$ cat config.mk
export PLATFORM = sky130hd
export DESIGN_NAME = div_operand_prep_flat
export DESIGN_NICKNAME = d
export VERILOG_FILES = /design/src/logic/div_pkg.sv /design/src/logic/div_stage_if.sv /design/src/logic/div_operand_prep.sv /design/src/flat_wrapper.sv
export VERILOG_INCLUDE_DIRS = /design/src /design/src/logic
export SDC_FILE = /design/constraint.sdc
export NUM_CORES = 1
export LEC_CHECK = 0
export BUFFER_PORTS_ARGS = -buffer_cell sky130_fd_sc_hd__buf_2
export CORE_MARGIN = 8
export CORE_UTILIZATION = 37
export DETAILED_ROUTE_END_ITERATION = 6
export GPL_TIMING_DRIVEN = 0
export PLACE_DENSITY = 0.85
export SLEW_MARGIN = 30
export SYNTH_ARGS = -nofsm -noshare
export SYNTH_HDL_FRONTEND = slang
export SYNTH_SLANG_ARGS = --single-unit
$ cat constraint.sdc
create_clock -name vclk -period 3.45
set_input_delay 0.69 -clock vclk [all_inputs]
set_output_delay 0.69 -clock vclk [all_outputs]
set_load 0.05 [all_outputs]
$ cat src/logic/div_defs.svh
`ifndef DIV_DEFS_SVH
`define DIV_DEFS_SVH

// width of the operands and of the result word
`define DIV_XLEN 32

// one registered cell per quotient bit, then the fixup register
`define DIV_LATENCY (`DIV_XLEN + 1)

`endif
$ cat src/logic/div_pkg.sv
`include "div_defs.svh"

package div_pkg;

    // one operand or result word
    typedef logic [`DIV_XLEN-1:0] xlen_t;

    // low two bits of the M-extension funct3 for the divide group
    typedef enum logic [1:0] {
        OP_DIV  = 2'b00, // signed quotient
        OP_DIVU = 2'b01, // unsigned quotient
        OP_REM  = 2'b10, // signed remainder
        OP_REMU = 2'b11  // unsigned remainder
    } div_op_e;

endpackage

$ cat src/logic/div_stage_if.sv
interface div_stage_if import div_pkg::*; ();

    logic  valid;    // stage holds an operation
    xlen_t rem;      // partial remainder
    xlen_t dvd;      // dividend bits still to shift in, msb first
    xlen_t dsr;      // absolute divisor
    xlen_t quo;      // quotient bits so far
    logic  neg_quo;  // negate quotient at the end
    logic  neg_rem;  // negate remainder at the end
    logic  sel_rem;  // return remainder instead of quotient
    logic  dz;       // divide by zero
    xlen_t dvd_raw;  // dividend as issued

    modport src (
        output valid, rem, dvd, dsr, quo,
        output neg_quo, neg_rem, sel_rem, dz, dvd_raw
    );

    modport dst (
        input valid, rem, dvd, dsr, quo,
        input neg_quo, neg_rem, sel_rem, dz, dvd_raw
    );

endinterface

$ cat src/logic/div_operand_prep.sv
`include "div_defs.svh"

module div_operand_prep import div_pkg::*; (
    input  logic     in_valid,
    input  div_op_e  op,
    input  xlen_t    dividend,
    input  xlen_t    divisor,
    div_stage_if.src stage
);

    logic  is_signed;  // DIV or REM
    logic  dvd_neg;
    logic  dsr_neg;
    xlen_t dvd_abs;
    xlen_t dsr_abs;

    // signed ops treat the operand msb as the sign
    always_comb begin
        is_signed = (op == OP_DIV) || (op == OP_REM);
        dvd_neg   = is_signed && dividend[`DIV_XLEN-1];
        dsr_neg   = is_signed && divisor[`DIV_XLEN-1];
    end

    // most negative value is its own two's complement magnitude
    always_comb begin
        dvd_abs = dvd_neg ? (~dividend + 1'b1) : dividend;
        dsr_abs = dsr_neg ? (~divisor + 1'b1) : divisor;
    end

    always_comb begin
        stage.valid   = in_valid;
        stage.rem     = '0;       // nothing shifted in yet
        stage.dvd     = dvd_abs;
        stage.dsr     = dsr_abs;
        stage.quo     = '0;
        stage.neg_quo = dvd_neg ^ dsr_neg;  // truncating division
        stage.neg_rem = dvd_neg;            // remainder follows the dividend
        stage.sel_rem = (op == OP_REM) || (op == OP_REMU);
        stage.dz      = (divisor == '0);
        stage.dvd_raw = dividend;
    end

endmodule

$ cat src/flat_wrapper.sv
// flat-port wrapper written by rule: the top's interface ports become plain ports
module div_operand_prep_flat import div_pkg::*;
  (in_valid, op, dividend, divisor, stage_valid, stage_rem, stage_dvd, stage_dsr, stage_quo, stage_neg_quo, stage_neg_rem, stage_sel_rem, stage_dz, stage_dvd_raw);
  div_stage_if stage_i ();
  input  logic in_valid;
  input  div_op_e op;
  input  xlen_t dividend;
  input  xlen_t divisor;
  output wire logic [$bits(stage_i.valid)-1:0] stage_valid;
  output wire logic [$bits(stage_i.rem)-1:0] stage_rem;
  output wire logic [$bits(stage_i.dvd)-1:0] stage_dvd;
  output wire logic [$bits(stage_i.dsr)-1:0] stage_dsr;
  output wire logic [$bits(stage_i.quo)-1:0] stage_quo;
  output wire logic [$bits(stage_i.neg_quo)-1:0] stage_neg_quo;
  output wire logic [$bits(stage_i.neg_rem)-1:0] stage_neg_rem;
  output wire logic [$bits(stage_i.sel_rem)-1:0] stage_sel_rem;
  output wire logic [$bits(stage_i.dz)-1:0] stage_dz;
  output wire logic [$bits(stage_i.dvd_raw)-1:0] stage_dvd_raw;
  assign stage_valid = stage_i.valid;
  assign stage_rem = stage_i.rem;
  assign stage_dvd = stage_i.dvd;
  assign stage_dsr = stage_i.dsr;
  assign stage_quo = stage_i.quo;
  assign stage_neg_quo = stage_i.neg_quo;
  assign stage_neg_rem = stage_i.neg_rem;
  assign stage_sel_rem = stage_i.sel_rem;
  assign stage_dz = stage_i.dz;
  assign stage_dvd_raw = stage_i.dvd_raw;
  div_operand_prep u_core (.in_valid(in_valid), .op(op), .dividend(dividend), .divisor(divisor), .stage(stage_i));
endmodule
### Word level (Yosys, flattened, before mapping)

Index checks and enable logic that the tools add are counted.

| storage, ports and cells | value |
|---|---|
| register bits after elaboration | 0 |
| bits of input ports | 67 |

| operators by class | value |
|---|---|
| $add $sub $neg | 2 |
| eq/ne operators | 2 |
| muxes and demuxes | 2 |
| bitwise operators | 3 |
| reductions and logical operators | 6 |

Operator list:

| operator | count |
|---|---|
| adder 32 x 1 -> 32 bit (second input constant) | 2 |
| two-way mux 32 bit | 2 |
| NOT 32 bit | 2 |
| zero test 32 bit | 1 |
| == test 2 bit (second input constant) | 2 |
| logical AND 1 bit | 2 |
| zero test 2 bit | 1 |
| logical OR 1 bit | 2 |
| bitwise XOR 1 bit | 1 |

### Depth between registers and ports, before layout

| logic depth | value |
|---|---|
| depth after elaboration | 4 |
| depth in mapped cells | 8 |

### Least setup slack after synthesis

Ideal clock, no wire load.

| timing path | value |
|---|---|
| path kind | input -> output |
| start point | input port divisor[10] |
| end point | output port stage_dsr[23] |
| arrival | 3.057 ns |
| path slack | -0.297 ns |
| stages on the path | 5 |
| path buffers | 0 |
| cells stage by stage | or4_4 -> or4_4 -> nor4_4 -> a21oi_1 -> xnor2_1 |

| on the way | value |
|---|---|
| longest elaborated chain between the ends | 3 |

Ends and longest elaborated chain:

| element | RTL line | source |
|---|---|---|
| start, declared | flat_wrapper.sv:8 | `input xlen_t divisor;` |
| NOT 32 bit | div_operand_prep.sv:27 | `dsr_abs = dsr_neg ? (~divisor + 1'b1) : divisor;` |
| adder 32 x 1 -> 32 bit | div_operand_prep.sv:27 |  |
| two-way mux 32 bit | div_operand_prep.sv:27 |  |
| end, declared | flat_wrapper.sv:12 | `output wire logic [$bits(stage_i.dsr)-1:0] stage_dsr;` |

Every way passes these cells.

### Final worst setup path

| timing path | value |
|---|---|
| start point | input port divisor[6] |
| end point | output port stage_dsr[18] |

Same word-level chain as after synthesis.

==> metrics.md <==
| Metric | Value |
|---|---|
| Worst path slowest cell | or4_1 |
| CP endpoint | stage_dsr[18] |
| Final hold vios | 0 |
| Critical Path Stages | 8 |
| Die Wd | 92.0 µm |
| CP Launch Type | input port |
| Core Footprint | approximately 0.0055 mm² |
| LEAKAGE | between 2 and 2.5 nW |
| I/O pin count | approximately 230 |
| Area growth syn-to-layout | 75.5% |
| Cell type with the largest total area after synthesis | buf_4 |
| Non-filler cells, final | 612 |
| Inst Count DP | ~600 |
| Ant. Diodes | 0 |
| Most common cell after layout, fill and taps aside | buf_2 |
| Setup CP Type | in2out |
| Synth Area per Inst | around 7 µm² |
| PnR worst setup slack | 0.0566 ns |
| Chip height | roughly 92 µm |
| Reg area | 0 µm² |
| Final Setup Violations | 0 |
| Die Footprint | between 0.008 and 0.009 mm² |
| Share of layout cells above drive strength 1 | about three fifths |
| Dpl ws | -0.295 ns |
| First-pass GRT wire length | 13,500 µm |
| Sequential area share after synthesis | 0% |
| Number of flip-flops and latches | 0 |
| Drt drc | 0 |
| Vias in the first global route | between 2k and 3k |
| Max VDD drop | 0.186 mV |
| Hold buffers post-CTS | 0 |
| Tot GR Track Use | about a fifth |
| Fin nets | 611 |
| Drt first pass iters | 4 |
| Worst endpoint data arrival time | around 2.7 ns |
| Achievable frequency | 295 MHz |
| Via count | 2,752 |
| Port Buffers | between 150 and 200 |
| Pin count of the biggest net entering global routing | 11 |
| Antenna Nets Post-Route | 0 |
| Critical Path, Cell by Cell | buf_2, or4_1, or3_4, nor3_4, buf_4, a21oi_1, xor2_2, buf_2 |
| Syn Inst Count | ~300 |
| Post-synth top area share | between 30% and 40% |
| Hold Startpoint | op[1] |
| HPWL after DPL | 7770 µm |
| Fin. max-slew vios | 0 |
| Worst setup EP type | output pin |
| Row cnt | 27 |
| Slew headroom | 50.9% |
| Slowest stage delay, CP | around 0.56 ns |
| Most frequent cells in the layout | buf_2 (148), buf_4 (111), conb_1 (64) |
| Max-cap violation count | 0 |
| Ys Warns | 0 |
| Crit share post-route | 98.4% |
| Final min period | around 3.4 ns |
| DRT iter0 DRCs | 73 |
| Distinct cells, synth | 38 |
| Congestion Overflow GR | 0 |
| Fillers | between 400 and 500 |
| Hold Crit Depth | 2 |
| Most frequent CP cell | buf_2 |
| Initial Util | a little under 40% |
| Worst min path class | in2out |
| CP delay by family, top | simple AND/OR/NAND/NOR gates |
| WL final | approximately 9200 µm |
| Mapped cell area | between 0.002 and 0.0025 mm² |
| PD cells | between 200 and 300 mW/mm² |
| Synth area leaders | buf_4 (35%), xor2_1 (14%), xnor2_1 (10%) |
| Max Fanout on Critical Path | 6 |
| WL per Instance | about 15 µm |
| Req. time, crit path | about 2.8 ns |
| Setup_tns | 0 ns |
| Drt via density | 4.50 |
| CLK BUF | 0 |
| Worst-Margin Slew | about 0.73 ns |
| Outcome | complete, no violations |
| Initial antenna violation count | 0 |
| Routability-driven placement congestion ratio | 0.858 |
| Crit path from | divisor[6] |
| WP buf/inv | 3 |
[logic make-up (layout without fill, tap and decap cells)]
logic type | Yosys count | after routing | share of synthesized area (%)
buffers and inverters | 114 | 287 | 38.2
and+or+nand+nor | 81 | 81 | 23.1
xor gates and xnor gates | 59 | 59 | 24.2
AOI/OAI and AO/OA | 47 | 47 | 13.2
adders and majority gates | 2 | 2 | 1.17
other | 1 | 64 | 0.175
[final cells by class]
type | instances | area [µm²] | share of cell area, %
buffer | 106 | 787 | 21.0
multi-input combinational | 253 | 1870 | 49.7
inverter | 7 | 26.3 | 0.700
timing repair buffer | 174 | 982 | 26.2
tap | 72 | 90.1 | 2.40
[report_power, final]
| part | switching, mW | internal (mW) |
|---|---|---|
| combinational | 0.694 | 0.256 |
| sequential | 0 | 0 |
| clock | 0 | 0 |
| total | 0.694 | 0.256 |
[worst min-delay path by stage]
stage	endpoint	slack [ns]
2_1_floorplan	stage_dsr[0]	1.55
3_3_place_gp	stage_sel_rem	1.64
3_5_place_dp	stage_sel_rem	1.64
4_1_cts	stage_sel_rem	1.64
5_1_grt	stage_sel_rem	1.65
6_report	stage_sel_rem	1.64
[Yosys cell counts]
cell type / number
or4_1: 4
and4bb_2: 1
o21a_1: 1
nor3_1: 10
a21oi_1: 16
nand4_1: 1
and4b_1: 1
nor3_4: 1
nor2b_1: 2
buf_4: 99
conb_1: 1
or3b_2: 2
nand4bb_1: 1
clkbuf_1: 5
o31ai_1: 6
a31oi_1: 11
nand2b_4: 1
buf_6: 1
nor4_1: 10
and2_1: 1
nor4_4: 1
or2b_2: 1
inv_1: 7
ha_1: 2
o21ai_0: 9
clkbuf_8: 1
nor4_2: 1
or3_1: 4
nand2_1: 7
nor2_1: 24
nand2b_1: 4
xnor2_1: 25
o41ai_1: 4
buf_1: 1
nor3b_1: 1
or4_4: 2
or2_2: 1
xor2_1: 34
[timing repair]
action / CTS / global route
setup endpoints to repair: 26 / 26
hold endpoints to repair: 0 / 0
gates resized for setup: 17 / 28
buffers inserted: 6 / 2
pin swaps: 4 / 4
[routing by layer]
metal	vias to the layer above	part of all wire [%]	wire length, µm	track usage [%]
met3	8	9.3	851	5.70
met2	129	56	5140	38.3
li1	1333	-	-	-
met1	1282	34	3080	18.1
met4	0	0.93	85	1.61
met5	-	0	0	0
[stage by stage]
step | cell area [µm²] | hold slack [ns] | util, % | power (mW)
CTS | 3610 | 1.64 | 65.1 | 0.927
global route | 3750 | 1.65 | 67.7 | 0.987
detailed placement | 3500 | 1.64 | 63.1 | 0.914
finish | 3750 | 1.64 | 67.7 | 0.949
floorplan | 2580 | 1.55 | - | 0.717
global placement | 3500 | 1.64 | 63.1 | 0.906
Power figures use the tool's default switching activity.
