File: src/logic/div_defs.svh
`ifndef DIV_DEFS_SVH
`define DIV_DEFS_SVH

// width of the operands and of the result word
`define DIV_XLEN 32

// one registered cell per quotient bit, then the fixup register
`define DIV_LATENCY (`DIV_XLEN + 1)

`endif
File: src/logic/div_pkg.sv
`include "div_defs.svh"

package div_pkg;

    // one operand or result word
    typedef logic [`DIV_XLEN-1:0] xlen_t;

    // low two bits of the M-extension funct3 for the divide group
    typedef enum logic [1:0] {
        OP_DIV  = 2'b00, // signed quotient
        OP_DIVU = 2'b01, // unsigned quotient
        OP_REM  = 2'b10, // signed remainder
        OP_REMU = 2'b11  // unsigned remainder
    } div_op_e;

endpackage

File: src/logic/div_stage_if.sv
interface div_stage_if import div_pkg::*; ();

    logic  valid;    // stage holds an operation
    xlen_t rem;      // partial remainder
    xlen_t dvd;      // dividend bits still to shift in, msb first
    xlen_t dsr;      // absolute divisor
    xlen_t quo;      // quotient bits so far
    logic  neg_quo;  // negate quotient at the end
    logic  neg_rem;  // negate remainder at the end
    logic  sel_rem;  // return remainder instead of quotient
    logic  dz;       // divide by zero
    xlen_t dvd_raw;  // dividend as issued

    modport src (
        output valid, rem, dvd, dsr, quo,
        output neg_quo, neg_rem, sel_rem, dz, dvd_raw
    );

    modport dst (
        input valid, rem, dvd, dsr, quo,
        input neg_quo, neg_rem, sel_rem, dz, dvd_raw
    );

endinterface

File: src/logic/div_result_fix.sv
module div_result_fix import div_pkg::*; (
    input  logic     clk,
    input  logic     rst,
    div_stage_if.dst last,
    output logic     out_valid,
    output xlen_t    result
);

    xlen_t quo_fix;
    xlen_t rem_fix;

    always_comb begin
        quo_fix = last.neg_quo ? (~last.quo + 1'b1) : last.quo;
        rem_fix = last.neg_rem ? (~last.rem + 1'b1) : last.rem;
        // RISC-V rule for a zero divisor overrides the arithmetic
        if (last.dz) begin
            quo_fix = '1;
            rem_fix = last.dvd_raw;
        end
    end

    always_ff @(posedge clk) begin
        if (rst) begin
            out_valid <= 1'b0;
        end else begin
            out_valid <= last.valid;
        end
    end

    always_ff @(posedge clk) begin
        if (last.valid) begin
            result <= last.sel_rem ? rem_fix : quo_fix;
        end
    end

endmodule

File: src/flat_wrapper.sv
// flat-port wrapper written by rule: the top's interface ports become plain ports
module div_result_fix_flat import div_pkg::*;
  (clk, rst, out_valid, result, last_valid, last_rem, last_dvd, last_dsr, last_quo, last_neg_quo, last_neg_rem, last_sel_rem, last_dz, last_dvd_raw);
  div_stage_if last_i ();
  input  logic clk;
  input  logic rst;
  output logic out_valid;
  output xlen_t result;
  input wire logic [$bits(last_i.valid)-1:0] last_valid;
  input wire logic [$bits(last_i.rem)-1:0] last_rem;
  input wire logic [$bits(last_i.dvd)-1:0] last_dvd;
  input wire logic [$bits(last_i.dsr)-1:0] last_dsr;
  input wire logic [$bits(last_i.quo)-1:0] last_quo;
  input wire logic [$bits(last_i.neg_quo)-1:0] last_neg_quo;
  input wire logic [$bits(last_i.neg_rem)-1:0] last_neg_rem;
  input wire logic [$bits(last_i.sel_rem)-1:0] last_sel_rem;
  input wire logic [$bits(last_i.dz)-1:0] last_dz;
  input wire logic [$bits(last_i.dvd_raw)-1:0] last_dvd_raw;
  assign last_i.valid = last_valid;
  assign last_i.rem = last_rem;
  assign last_i.dvd = last_dvd;
  assign last_i.dsr = last_dsr;
  assign last_i.quo = last_quo;
  assign last_i.neg_quo = last_neg_quo;
  assign last_i.neg_rem = last_neg_rem;
  assign last_i.sel_rem = last_sel_rem;
  assign last_i.dz = last_dz;
  assign last_i.dvd_raw = last_dvd_raw;
  div_result_fix u_core (.clk(clk), .rst(rst), .last(last_i), .out_valid(out_valid), .result(result));
endmodule
File: config.mk
export PLATFORM = sky130hd
export DESIGN_NAME = div_result_fix_flat
export DESIGN_NICKNAME = d
export VERILOG_FILES = /design/src/logic/div_pkg.sv /design/src/logic/div_stage_if.sv /design/src/logic/div_result_fix.sv /design/src/flat_wrapper.sv
export VERILOG_INCLUDE_DIRS = /design/src /design/src/logic
export SDC_FILE = /design/constraint.sdc
export NUM_CORES = 1
export LEC_CHECK = 0
export BUFFER_PORTS_ARGS = -buffer_cell sky130_fd_sc_hd__clkbuf_2
export CORE_MARGIN = 1.5
export CORE_UTILIZATION = 48
export DETAILED_ROUTE_END_ITERATION = 10
export GPL_ROUTABILITY_DRIVEN = 0
export GPL_TIMING_DRIVEN = 1
export PLACE_DENSITY = 0.95
export SYNTH_ARGS = -nofsm -noshare
export SYNTH_HDL_FRONTEND = slang
export SYNTH_SLANG_ARGS = --single-unit
File: constraint.sdc
create_clock -name clk -period 4.5 [get_ports clk]
set_input_delay 0.225 -clock clk [delete_from_list [all_inputs] [get_ports clk]]
set_output_delay 0.225 -clock clk [all_outputs]
set_load 0.05 [all_outputs]
Word-level counts from Yosys, hierarchy flattened:

Index checks and enable logic that the tools add are counted.

* register bits: 33
* word-level logic and storage cells: 11
* input port bits: 167

* bitwise operators: 2
* muxes and demuxes: 5
* $add $sub $neg: 2

Operators by type and width (count)
* $mux W32: 5
* $add A32 B1 Y32 const B: 2
* $not A32 Y32: 2

Longest topological paths before layout:

Gate-level depths: netlist of the first run.

* depth in word-level cells: 5
* mapped depth: 9
* depth with buffers taken out: 7

Worst setup path before layout of the first run:

Ideal clock, no wire load.

* path kind: input to register
* from: input port last_quo[0]
* to: register u_core.result[28] (data pin)
* data required time: 4.227 ns
* arrival time: 2.080 ns
* path slack: 2.147 ns
* cell stages on the path: 9
* setup time: 0.273 ns
* cell sequence: inv_1 > ha_1 > or3b_1 > buf_2 > or4_4 > buf_6 > nor4_4 > mux2i_1 > a211oi_2

* word-level cells in the longest chain between the ends: 5

Ends and longest elaborated chain
* from (decl): RTL line flat_wrapper.sv:13 `input wire logic [$bits(last_i.quo)-1:0] last_quo;`
* $not A32 Y32: RTL line div_result_fix.sv:13 `quo_fix = last.neg_quo ? (~last.quo + 1'b1) : last.quo;`
* $add A32 B1 Y32: RTL line div_result_fix.sv:13
* $mux W32: RTL line div_result_fix.sv:13
* $mux W32: RTL line div_result_fix.sv:16 `if (last.dz) begin`
* $mux W32: RTL line div_result_fix.sv:32 `result <= last.sel_rem ? rem_fix : quo_fix;`
* to (signal assigned): RTL line div_result_fix.sv:32
* to (decl): RTL line div_result_fix.sv:6 `output xlen_t result`

Every way passes these cells.
A chain may end at the register's enable or synchronous reset.

Final worst setup path of the first run:

* from: input port last_quo[0]
* to: register u_core.result[24] (data pin)

Same word-level chain as after synthesis.

==> impl_metrics.tcl, run 1 <==
set metrics [dict create \
    pre_cts_ws_ns 1.839 \
    synth_ff_type "edfxtp_1" \
    postLayoutCoreUtil 0.6074 \
    antenna_found_initial 0 \
    ys_seq_area_frac 0.2976 \
    critPathMaxStageDelay_ns 0.67 \
    min_period_ns 2.396 \
    synth_cell_types 64 \
    design_area_um2 4081 \
    hp-class "input port to flip-flop" \
    cts-root-buf "clkbuf_8" \
    async_flop_share 0 \
    grtUsageMet1 0.3808 \
    rows 30 \
    dp_hpwl_mm 8.091 \
    synth-seq-cells 33 \
    grtUsageMet2 0.4567 \
    grt_pass1_wl_mm 16.85 \
    io_pins 200 \
    seqPwrFrac 0.358 \
    postPlaceCellArea_um2 3965 \
    setup_ws_ns 2.104 \
    total_power_mw 1.079 \
    holdBufCountCts 0 \
    grtUsageTotal 0.2900 \
    ys_warn_count 0 \
    final_layout_size_suffix_gt1_frac 0.3201 \
    critPathBufInv 2 \
    cts_sinks 33 \
    cts_resized 0 \
    post_synth_most_frequent_cells "nor2_1 (35), edfxtp_1 (32), xor2_1 (29)" \
    area_growth_pct 23.84 \
    critPathMaxFanout 12 \
    met3_usage 0.07026 \
    viasPerCell 6.628 \
    switching_power_mw 0.3980 \
    crit_family "simple AND/OR/NAND/NOR gates" \
    intPower_mw 0.6807 \
    power-per-cell-area_nw_per_um2 264.3 \
    fin_setup_tns_ns 0 \
    syn-num-nets 553 \
    grt-ovfl-total 0 \
    setup_violations 0 \
    hold_ws_ns 0.09397 \
    synth.most_common_cell "nor2_1" \
    coreArea_um2 6719 \
    routed_wl_mm 10.94 \
    synthCells 384 \
    p_sw_frac 0.3690 \
    clkPwrFrac 0.278 \
    grt_setup_unrepaired "false" \
    grt_pass1_vias 3581 \
    status "complete, no violations" \
    synth_top_area_share 0.2916 \
    ir_worst_vdd_uv 152.0 \
    finalMaxSlewViolations 0 \
    crit_required_ns 4.60 \
    die_w_um 85.86 \
    hold_viol 0 \
    crit_path_end_kind "flip-flop" \
    p_comb_frac 0.364 \
    final_cells 583 \
    crit_type "input port to flip-flop" \
    portBuffers 135 \
    wl_per_cell_um 18.76 \
    cts_tree "built" \
    drt-initial-drc-count 447 \
    fmax_mhz 417.3 \
    antenna_left 0 \
    arrival_ns 2.50 \
    crit_chain "clkbuf_2 -> inv_1 -> ha_1 -> or3b_1 -> or4_4 -> o31ai_1 -> xor2_1 -> a221oi_1" \
    cts_setup_buffers 0 \
    dp.cells 575 \
    nets 671 \
    clock_path_buffers 2 \
    drt-pass1-iter-count 8 \
    tightest_slew_ns 1.029 \
    syn_avg_cell_area_um2 8.582 \
    via_count 3864 \
    n_antenna_cell 0 \
    grt_most_used_layer "met2" \
    startpoint "last_quo[0]" \
    cp-start-kind "input port" \
    synth_top_cell_by_area "edfxtp_1" \
    die_h_um 85.86 \
    grt_max_degree 45 \
    crit_slowest_cell "or4_4" \
    leakage_nw 1.610 \
    min_period_over_period 0.5325 \
    initial_core_util 0.4905 \
    slew_headroom 0.3121 \
    dieArea_um2 7372 \
    max_cap_violations 0 \
    synthTopCellsByArea "edfxtp_1 (29%), xor2_1 (7.7%), o31ai_1 (4.1%)" \
    nFillCells 590 \
    clk_pin_slew_ns 0.07 \
    drc 0 \
    hold_path.startpoint "rst" \
    syn-cell-area_um2 3296 \
    synth_edf_count 32 \
    cts_htree_levels 2 \
    numCtsBuffers 5 \
]
==> cell families (layout without fill, tap and decap cells) <==
family / Yosys count / in the layout / synth area share
adder cells (fa/ha/maj): 2 / 2 / 0.007592
flip-flops: 33 / 33 / 0.2976
buffers and inverters: 35 / 154 / 0.04707
AO/OA/AOI/OAI: 123 / 123 / 0.2680
AND/OR/NAND/NOR: 141 / 141 / 0.2434
XOR/XNOR: 42 / 42 / 0.1116
multiplexers: 8 / 8 / 0.02468
==> worst paths after layout <==
path                  slack (ns)                 to  depth (start not counted)
worst max-delay path        2.10  u_core.result[24]                          8
worst min-delay path        0.09   u_core.out_valid                          2
==> layout make-up <==
cell class	instances	area (um2)	share of cell area
multi-input cells	316	2160	0.5291
well taps	80	100.1	0.02452
repair buffers	137	690.7	0.1692
clock inverters	1	30.03	0.007357
flip-flops and latches	33	980.9	0.2403
inverters	9	33.78	0.008277
clock buffers	7	86.33	0.02115
==> power by group through the flow <==
stage          clock (mW)  combinational [mW]  sequential (mW)
2_1_floorplan           0               0.136            0.507
3_3_place_gp            0               0.378            0.392
3_5_place_dp            0               0.386            0.392
4_1_cts             0.302               0.389            0.386
5_1_grt             0.321               0.418            0.388
6_report            0.300               0.393            0.386
==> layout by cell type (no fill, tap or decap), types with 2 or more instances in the layout <==
cell and instances:
o22ai_1 12, xor2_1 29, o32ai_1 3, or2_2 4, o21ai_0 18, nor4_1 18
nand2b_1 4, nand2_1 20, o41ai_1 8, mux2i_1 7, clkbuf_2 135, o211ai_1 4
o31ai_1 18, a211oi_2 2, nor3_1 5, and3_1 4, or4_4 3, nor4b_1 2
nor2_1 35, nand4_1 7, nor2b_1 4, edfxtp_1 32, o2111ai_1 2, o32a_1 4
a31oi_1 2, or3_1 11, xnor2_1 13, clkbuf_8 6, a221oi_1 6, buf_4 2
ha_1 2, a211oi_1 4, o31a_1 2, inv_1 8, or4_1 11, o21ai_1 8
a21oi_1 15, nand3_1 6
==> layer usage <==
layer	vias up	part of all wire
met1	1741	0.40
met4	0	0.033
li1	1764	-
met5	-	0
met2	306	0.45
met3	53	0.12
==> flip-flops by register name (all words and copies together), names as in the netlist <==
register,cells
u_core.out_valid,1
u_core.result,32
Note: power is estimated with default switching activity, not from simulation.
==> run 2: changes to the inputs <==
- CORE_UTILIZATION: 48 -> 40
- PLACE_DENSITY: 0.95 -> 0.85
- clock period: 4.5 -> 2.1 ns (I/O delays scaled with it)
==> impl_metrics.tcl, run 2 (same netlist as run 1, synthesis figures left out) <==
set metrics [dict create \
    setup_ws_ns 0.08498 \
    final_layout_size_suffix_gt1_frac 0.3925 \
    cts_tree "built" \
    antenna_left 0 \
    dp_hpwl_mm 9.431 \
    io_pins 200 \
    max_cap_violations 0 \
    cts-root-buf "clkbuf_8" \
    grt-ovfl-total 0 \
    tightest_slew_ns 0.8635 \
    nets 726 \
    grt_max_degree 34 \
    crit_chain "clkbuf_2 -> inv_6 -> ha_4 -> or3b_1 -> or4_4 -> buf_4 -> o21ai_1 -> xor2_1 -> a221oi_1" \
    cts_htree_levels 2 \
    nFillCells 733 \
    via_count 4063 \
    grt_pass1_wl_mm 18.15 \
    initial_core_util 0.4200 \
    portBuffers 135 \
    crit_slowest_cell "or4_4" \
    critical_path_depth 9 \
    startpoint "last_quo[1]" \
    drt-pass1-iter-count 6 \
    largest_reg_flops 32 \
    final_cell_mix "clkbuf_2 (135), buf_4 (56), nor2_1 (35), edfxtp_1 (32), xor2_1 (29)" \
    routed_wl_mm 11.86 \
    dieArea_um2 8793 \
    postPlaceCellArea_um2 4418 \
    clk_pin_slew_ns 0.07 \
    critPathMaxFanout 8 \
    layout.area.seq_um2 980.9 \
    arrival_ns 2.04 \
    hold_viol 0 \
    fmax_mhz 496.3 \
    power-per-cell-area_nw_per_um2 492.5 \
    multi_input_area_um2 2178 \
    pre_cts_ws_ns -0.2042 \
    dp.cells 651 \
    coreArea_um2 7848 \
    cp-start-kind "input port" \
    wl_per_cell_um 17.97 \
    grt_pass1_vias 3806 \
    crit_path_end_kind "flip-flop" \
    critPathMaxStageDelay_ns 0.51 \
    crit_type "input port to flip-flop" \
    die_w_um 93.77 \
    rows 32 \
    crit_family "simple AND/OR/NAND/NOR gates" \
    final_common_cell "clkbuf_2" \
    leakage_nw 1.854 \
    drt-initial-drc-count 391 \
    hp-class "input port to flip-flop" \
    grt_setup_unrepaired "false" \
    slew_headroom 0.4243 \
    cts_sinks 33 \
    status "complete, no violations" \
    cts_setup_buffers 0 \
    finalMaxSlewViolations 0 \
    viasPerCell 6.156 \
    setup_violations 0 \
    min_period_ns 2.015 \
    hold_ws_ns 0.1088 \
    grtUsageTotal 0.2637 \
    drc 0 \
    largest_register "u_core.result" \
    worstSetupEndpoint "u_core.result[22]" \
    ir_worst_vdd_uv 219.3 \
    area_growth_pct 37.05 \
    largest_registers "u_core.result x32, u_core.out_valid x1" \
    crit_required_ns 2.12 \
    die_h_um 93.77 \
    n_antenna_cell 0 \
    antenna_found_initial 0 \
    design_area_um2 4517 \
    clock_path_buffers 2 \
    final_cells 660 \
    min_period_over_period 0.9595 \
    critPathBufInv 3 \
    numCtsBuffers 5 \
]
==> run 2: worst min-delay path by stage <==
stage                          startpoint                to  slack (ns)  cells after the start
final                     last_dvd_raw[6]  u_core.result[6]        0.11                      3
after detailed placement              rst  u_core.out_valid        0.27                      2
after global placement                rst  u_core.out_valid        0.27                      2
after global routing      last_dvd_raw[6]  u_core.result[6]        0.11                      3
after floorplan                       rst  u_core.out_valid        0.18                      1
after CTS                 last_dvd_raw[6]  u_core.result[6]        0.11                      3
==> run 2: what timing repair did <==
action | in CTS | in global routing
hold buffers | 1 | 0
endpoints found under the setup margin | 0 | 2
endpoints found under the hold margin | 1 | 0
resized for setup | 0 | 1
==> run 2: per-layer routing <==
metal,GRT usage,wire [um],vias to the layer above
met4,0.1294,454,0
li1,-,-,1877
met3,0.06311,1501,55
met2,0.4112,5255,305
met1,0.3400,4645,1826
met5,0,0,-
==> run 2: tightest hold or removal path, cell delays in order <==
cell      delay (ns)
clkbuf_2        0.07
nor2_1          0.03
nor2_1          0.07
==> run 2: power breakdown <==
part	switching, mW	internal, mW
registers	0.0169	0.808
clock network	0.250	0.230
logic	0.610	0.310
total	0.877	1.35
==> run 2: layout make-up <==
type                            instances  area share
Clock buffer                            6     0.01607
Multi-Input combinational cell        316      0.4823
Tap cell                              102     0.02825
Inverter                                9    0.009141
Timing Repair Buffer                  192      0.2449
Clock inverter                          2    0.002216
Sequential cell                        33      0.2172
==> run 2: metrics by stage <==
step | utilization | setup TNS (ns) | power, mW
global route | 0.5756 | 0 | 2.307
global placement | 0.5630 | -1.280 | 1.717
CTS | 0.5748 | 0 | 2.208
detailed placement | 0.5630 | -2.104 | 1.739
finish | 0.5756 | 0 | 2.224
floorplan | - | -0.04596 | 1.381
==> run 3: changes to the inputs <==
- CELL_PAD_IN_SITES_DETAIL_PLACEMENT: default -> 2
- CELL_PAD_IN_SITES_GLOBAL_PLACEMENT: default -> 2
- CORE_UTILIZATION: 40 -> 21
- PLACE_DENSITY: 0.85 -> 0.84
==> impl_metrics.tcl, run 3 (same netlist as run 1, synthesis figures left out) <==
set metrics [dict create \
    status "complete, no violations" \
    leakage_nw 1.952 \
    crit_required_ns 2.12 \
    cts_htree_levels 2 \
    tightest_slew_ns 0.9234 \
    coreArea_um2 15260 \
    wl_per_cell_um 21.47 \
    crit_type "input port to flip-flop" \
    numCtsBuffers 5 \
    rows 45 \
    clk_pin_slew_ns 0.06 \
    hold_viol 0 \
    hold_ws_ns 0.1298 \
    initial_core_util 0.2160 \
    total_power_mw 2.564 \
    final_cell_mix "clkbuf_2 (135), buf_4 (62), nor2_1 (35), edfxtp_1 (32), xor2_1 (29)" \
    dieArea_um2 16450 \
    largest_register "u_core.result" \
    ir_worst_vdd_uv 378.0 \
    dp_hpwl_mm 13.71 \
    largest_reg_flops 32 \
    multi_input_area_um2 2231 \
    finalMaxSlewViolations 0 \
    final_common_cell "clkbuf_2" \
    cts_tree "built" \
    cts-root-buf "clkbuf_16" \
    clock_path_buffers 2 \
    postLayoutCoreUtil 0.3170 \
    cp-start-kind "input port" \
    min_period_ns 2.053 \
    critPathMaxFanout 8 \
    arrival_ns 2.07 \
    die_w_um 128.3 \
    cts_sinks 33 \
    intPower_mw 1.605 \
    largest_registers "u_core.result x32, u_core.out_valid x1" \
    p_sw_frac 0.3741 \
    final_layout_size_suffix_gt1_frac 0.4106 \
    switching_power_mw 0.9592 \
    nFillCells 1767 \
    p_comb_frac 0.376 \
    max_cap_violations 0 \
    slew_headroom 0.3844 \
    power-per-cell-area_nw_per_um2 530.1 \
    area_growth_pct 46.77 \
    portBuffers 135 \
    crit_path_end_kind "flip-flop" \
    grtUsageTotal 0.2032 \
    min_period_over_period 0.9774 \
    antenna_left 0 \
    setup_violations 0 \
    grt-ovfl-total 0 \
    drt-initial-drc-count 223 \
    grt_pass1_vias 4622 \
    drc 0 \
    io_pins 200 \
    hp-class "input port to flip-flop" \
    routed_wl_mm 16.68 \
    nets 733 \
    viasPerCell 5.218 \
    clkPwrFrac 0.296 \
    seqPwrFrac 0.328 \
    grt_max_degree 34 \
    drt-pass1-iter-count 4 \
    layout.area.seq_um2 980.9 \
    antenna_found_initial 0 \
    grt_setup_unrepaired "true" \
    fmax_mhz 487.2 \
    die_h_um 128.3 \
    via_count 4054 \
    grt_pass1_wl_mm 25.54 \
]
[run 3: area by class of cell]
class | instances | share of cell area
tap | 211 | 0.05458
sequential | 33 | 0.2028
clock buffer | 8 | 0.03026
inverter | 9 | 0.008536
timing repair buffer | 199 | 0.2421
antenna | 1 | 0.0005173
multi-input combinational | 316 | 0.4612
[run 3: worst paths after layout]
| path | startpoint | to | slack [ns] | cells past startpoint |
|---|---|---|---|---|
| worst max-delay path | last_quo[6] | u_core.result[19] | 0.05 | 6 |
| worst min-delay path | last_dvd_raw[5] | u_core.result[5] | 0.13 | 3 |
[run 3: through the flow]
stage / TNS [ns] / cells / setup slack (ns) / area, um2
finish: 0 / 777 / 0.04744 / 4837
global route: -0.04760 / 776 / -0.02166 / 4835
CTS: 0 / 776 / 0.04871 / 4776
detailed placement: -2.804 / 767 / -0.2437 / 4619
global placement: -1.164 / 767 / -0.1168 / 4619
floorplan: -0.04596 / 384 / -0.04596 / 3322
[run 3: layer usage]
metal | global-route usage | share of wire | vias to the layer above
met5 | 0 | 0 | -
met3 | 0.05008 | 0.061 | 22
met1 | 0.2291 | 0.41 | 1995
li1 | - | - | 1885
met2 | 0.3798 | 0.51 | 152
met4 | 0.05288 | 0.023 | 0
[run 3: timing repair]
| action | CTS | global route |
|---|---|---|
| setup buffers | 0 | 0 |
| hold buffers | 1 | 0 |
| endpoints found under the setup margin | 0 | 8 |
| gates resized for setup | 0 | 9 |
| endpoints found under the hold margin | 1 | 0 |
[run 3: power by group through the flow]
| stage | Sequential [mW] | Clock, mW | Combinational, mW |
|---|---|---|---|
| 3_5_place_dp | 0.854 | 0 | 0.954 |
| 6_report | 0.842 | 0.758 | 0.964 |
| 5_1_grt | 0.849 | 0.794 | 1.03 |
| 3_3_place_gp | 0.853 | 0 | 0.918 |
| 4_1_cts | 0.844 | 0.765 | 0.961 |
| 2_1_floorplan | 1.09 | 0 | 0.295 |
[run 3: worst max-delay path, stage by stage]
cell and delay (ns):
clkbuf_2 0.09, or3_1 0.44, or4_4 0.64, or4_1 0.53
a21oi_1 0.18, a211oi_1 0.07
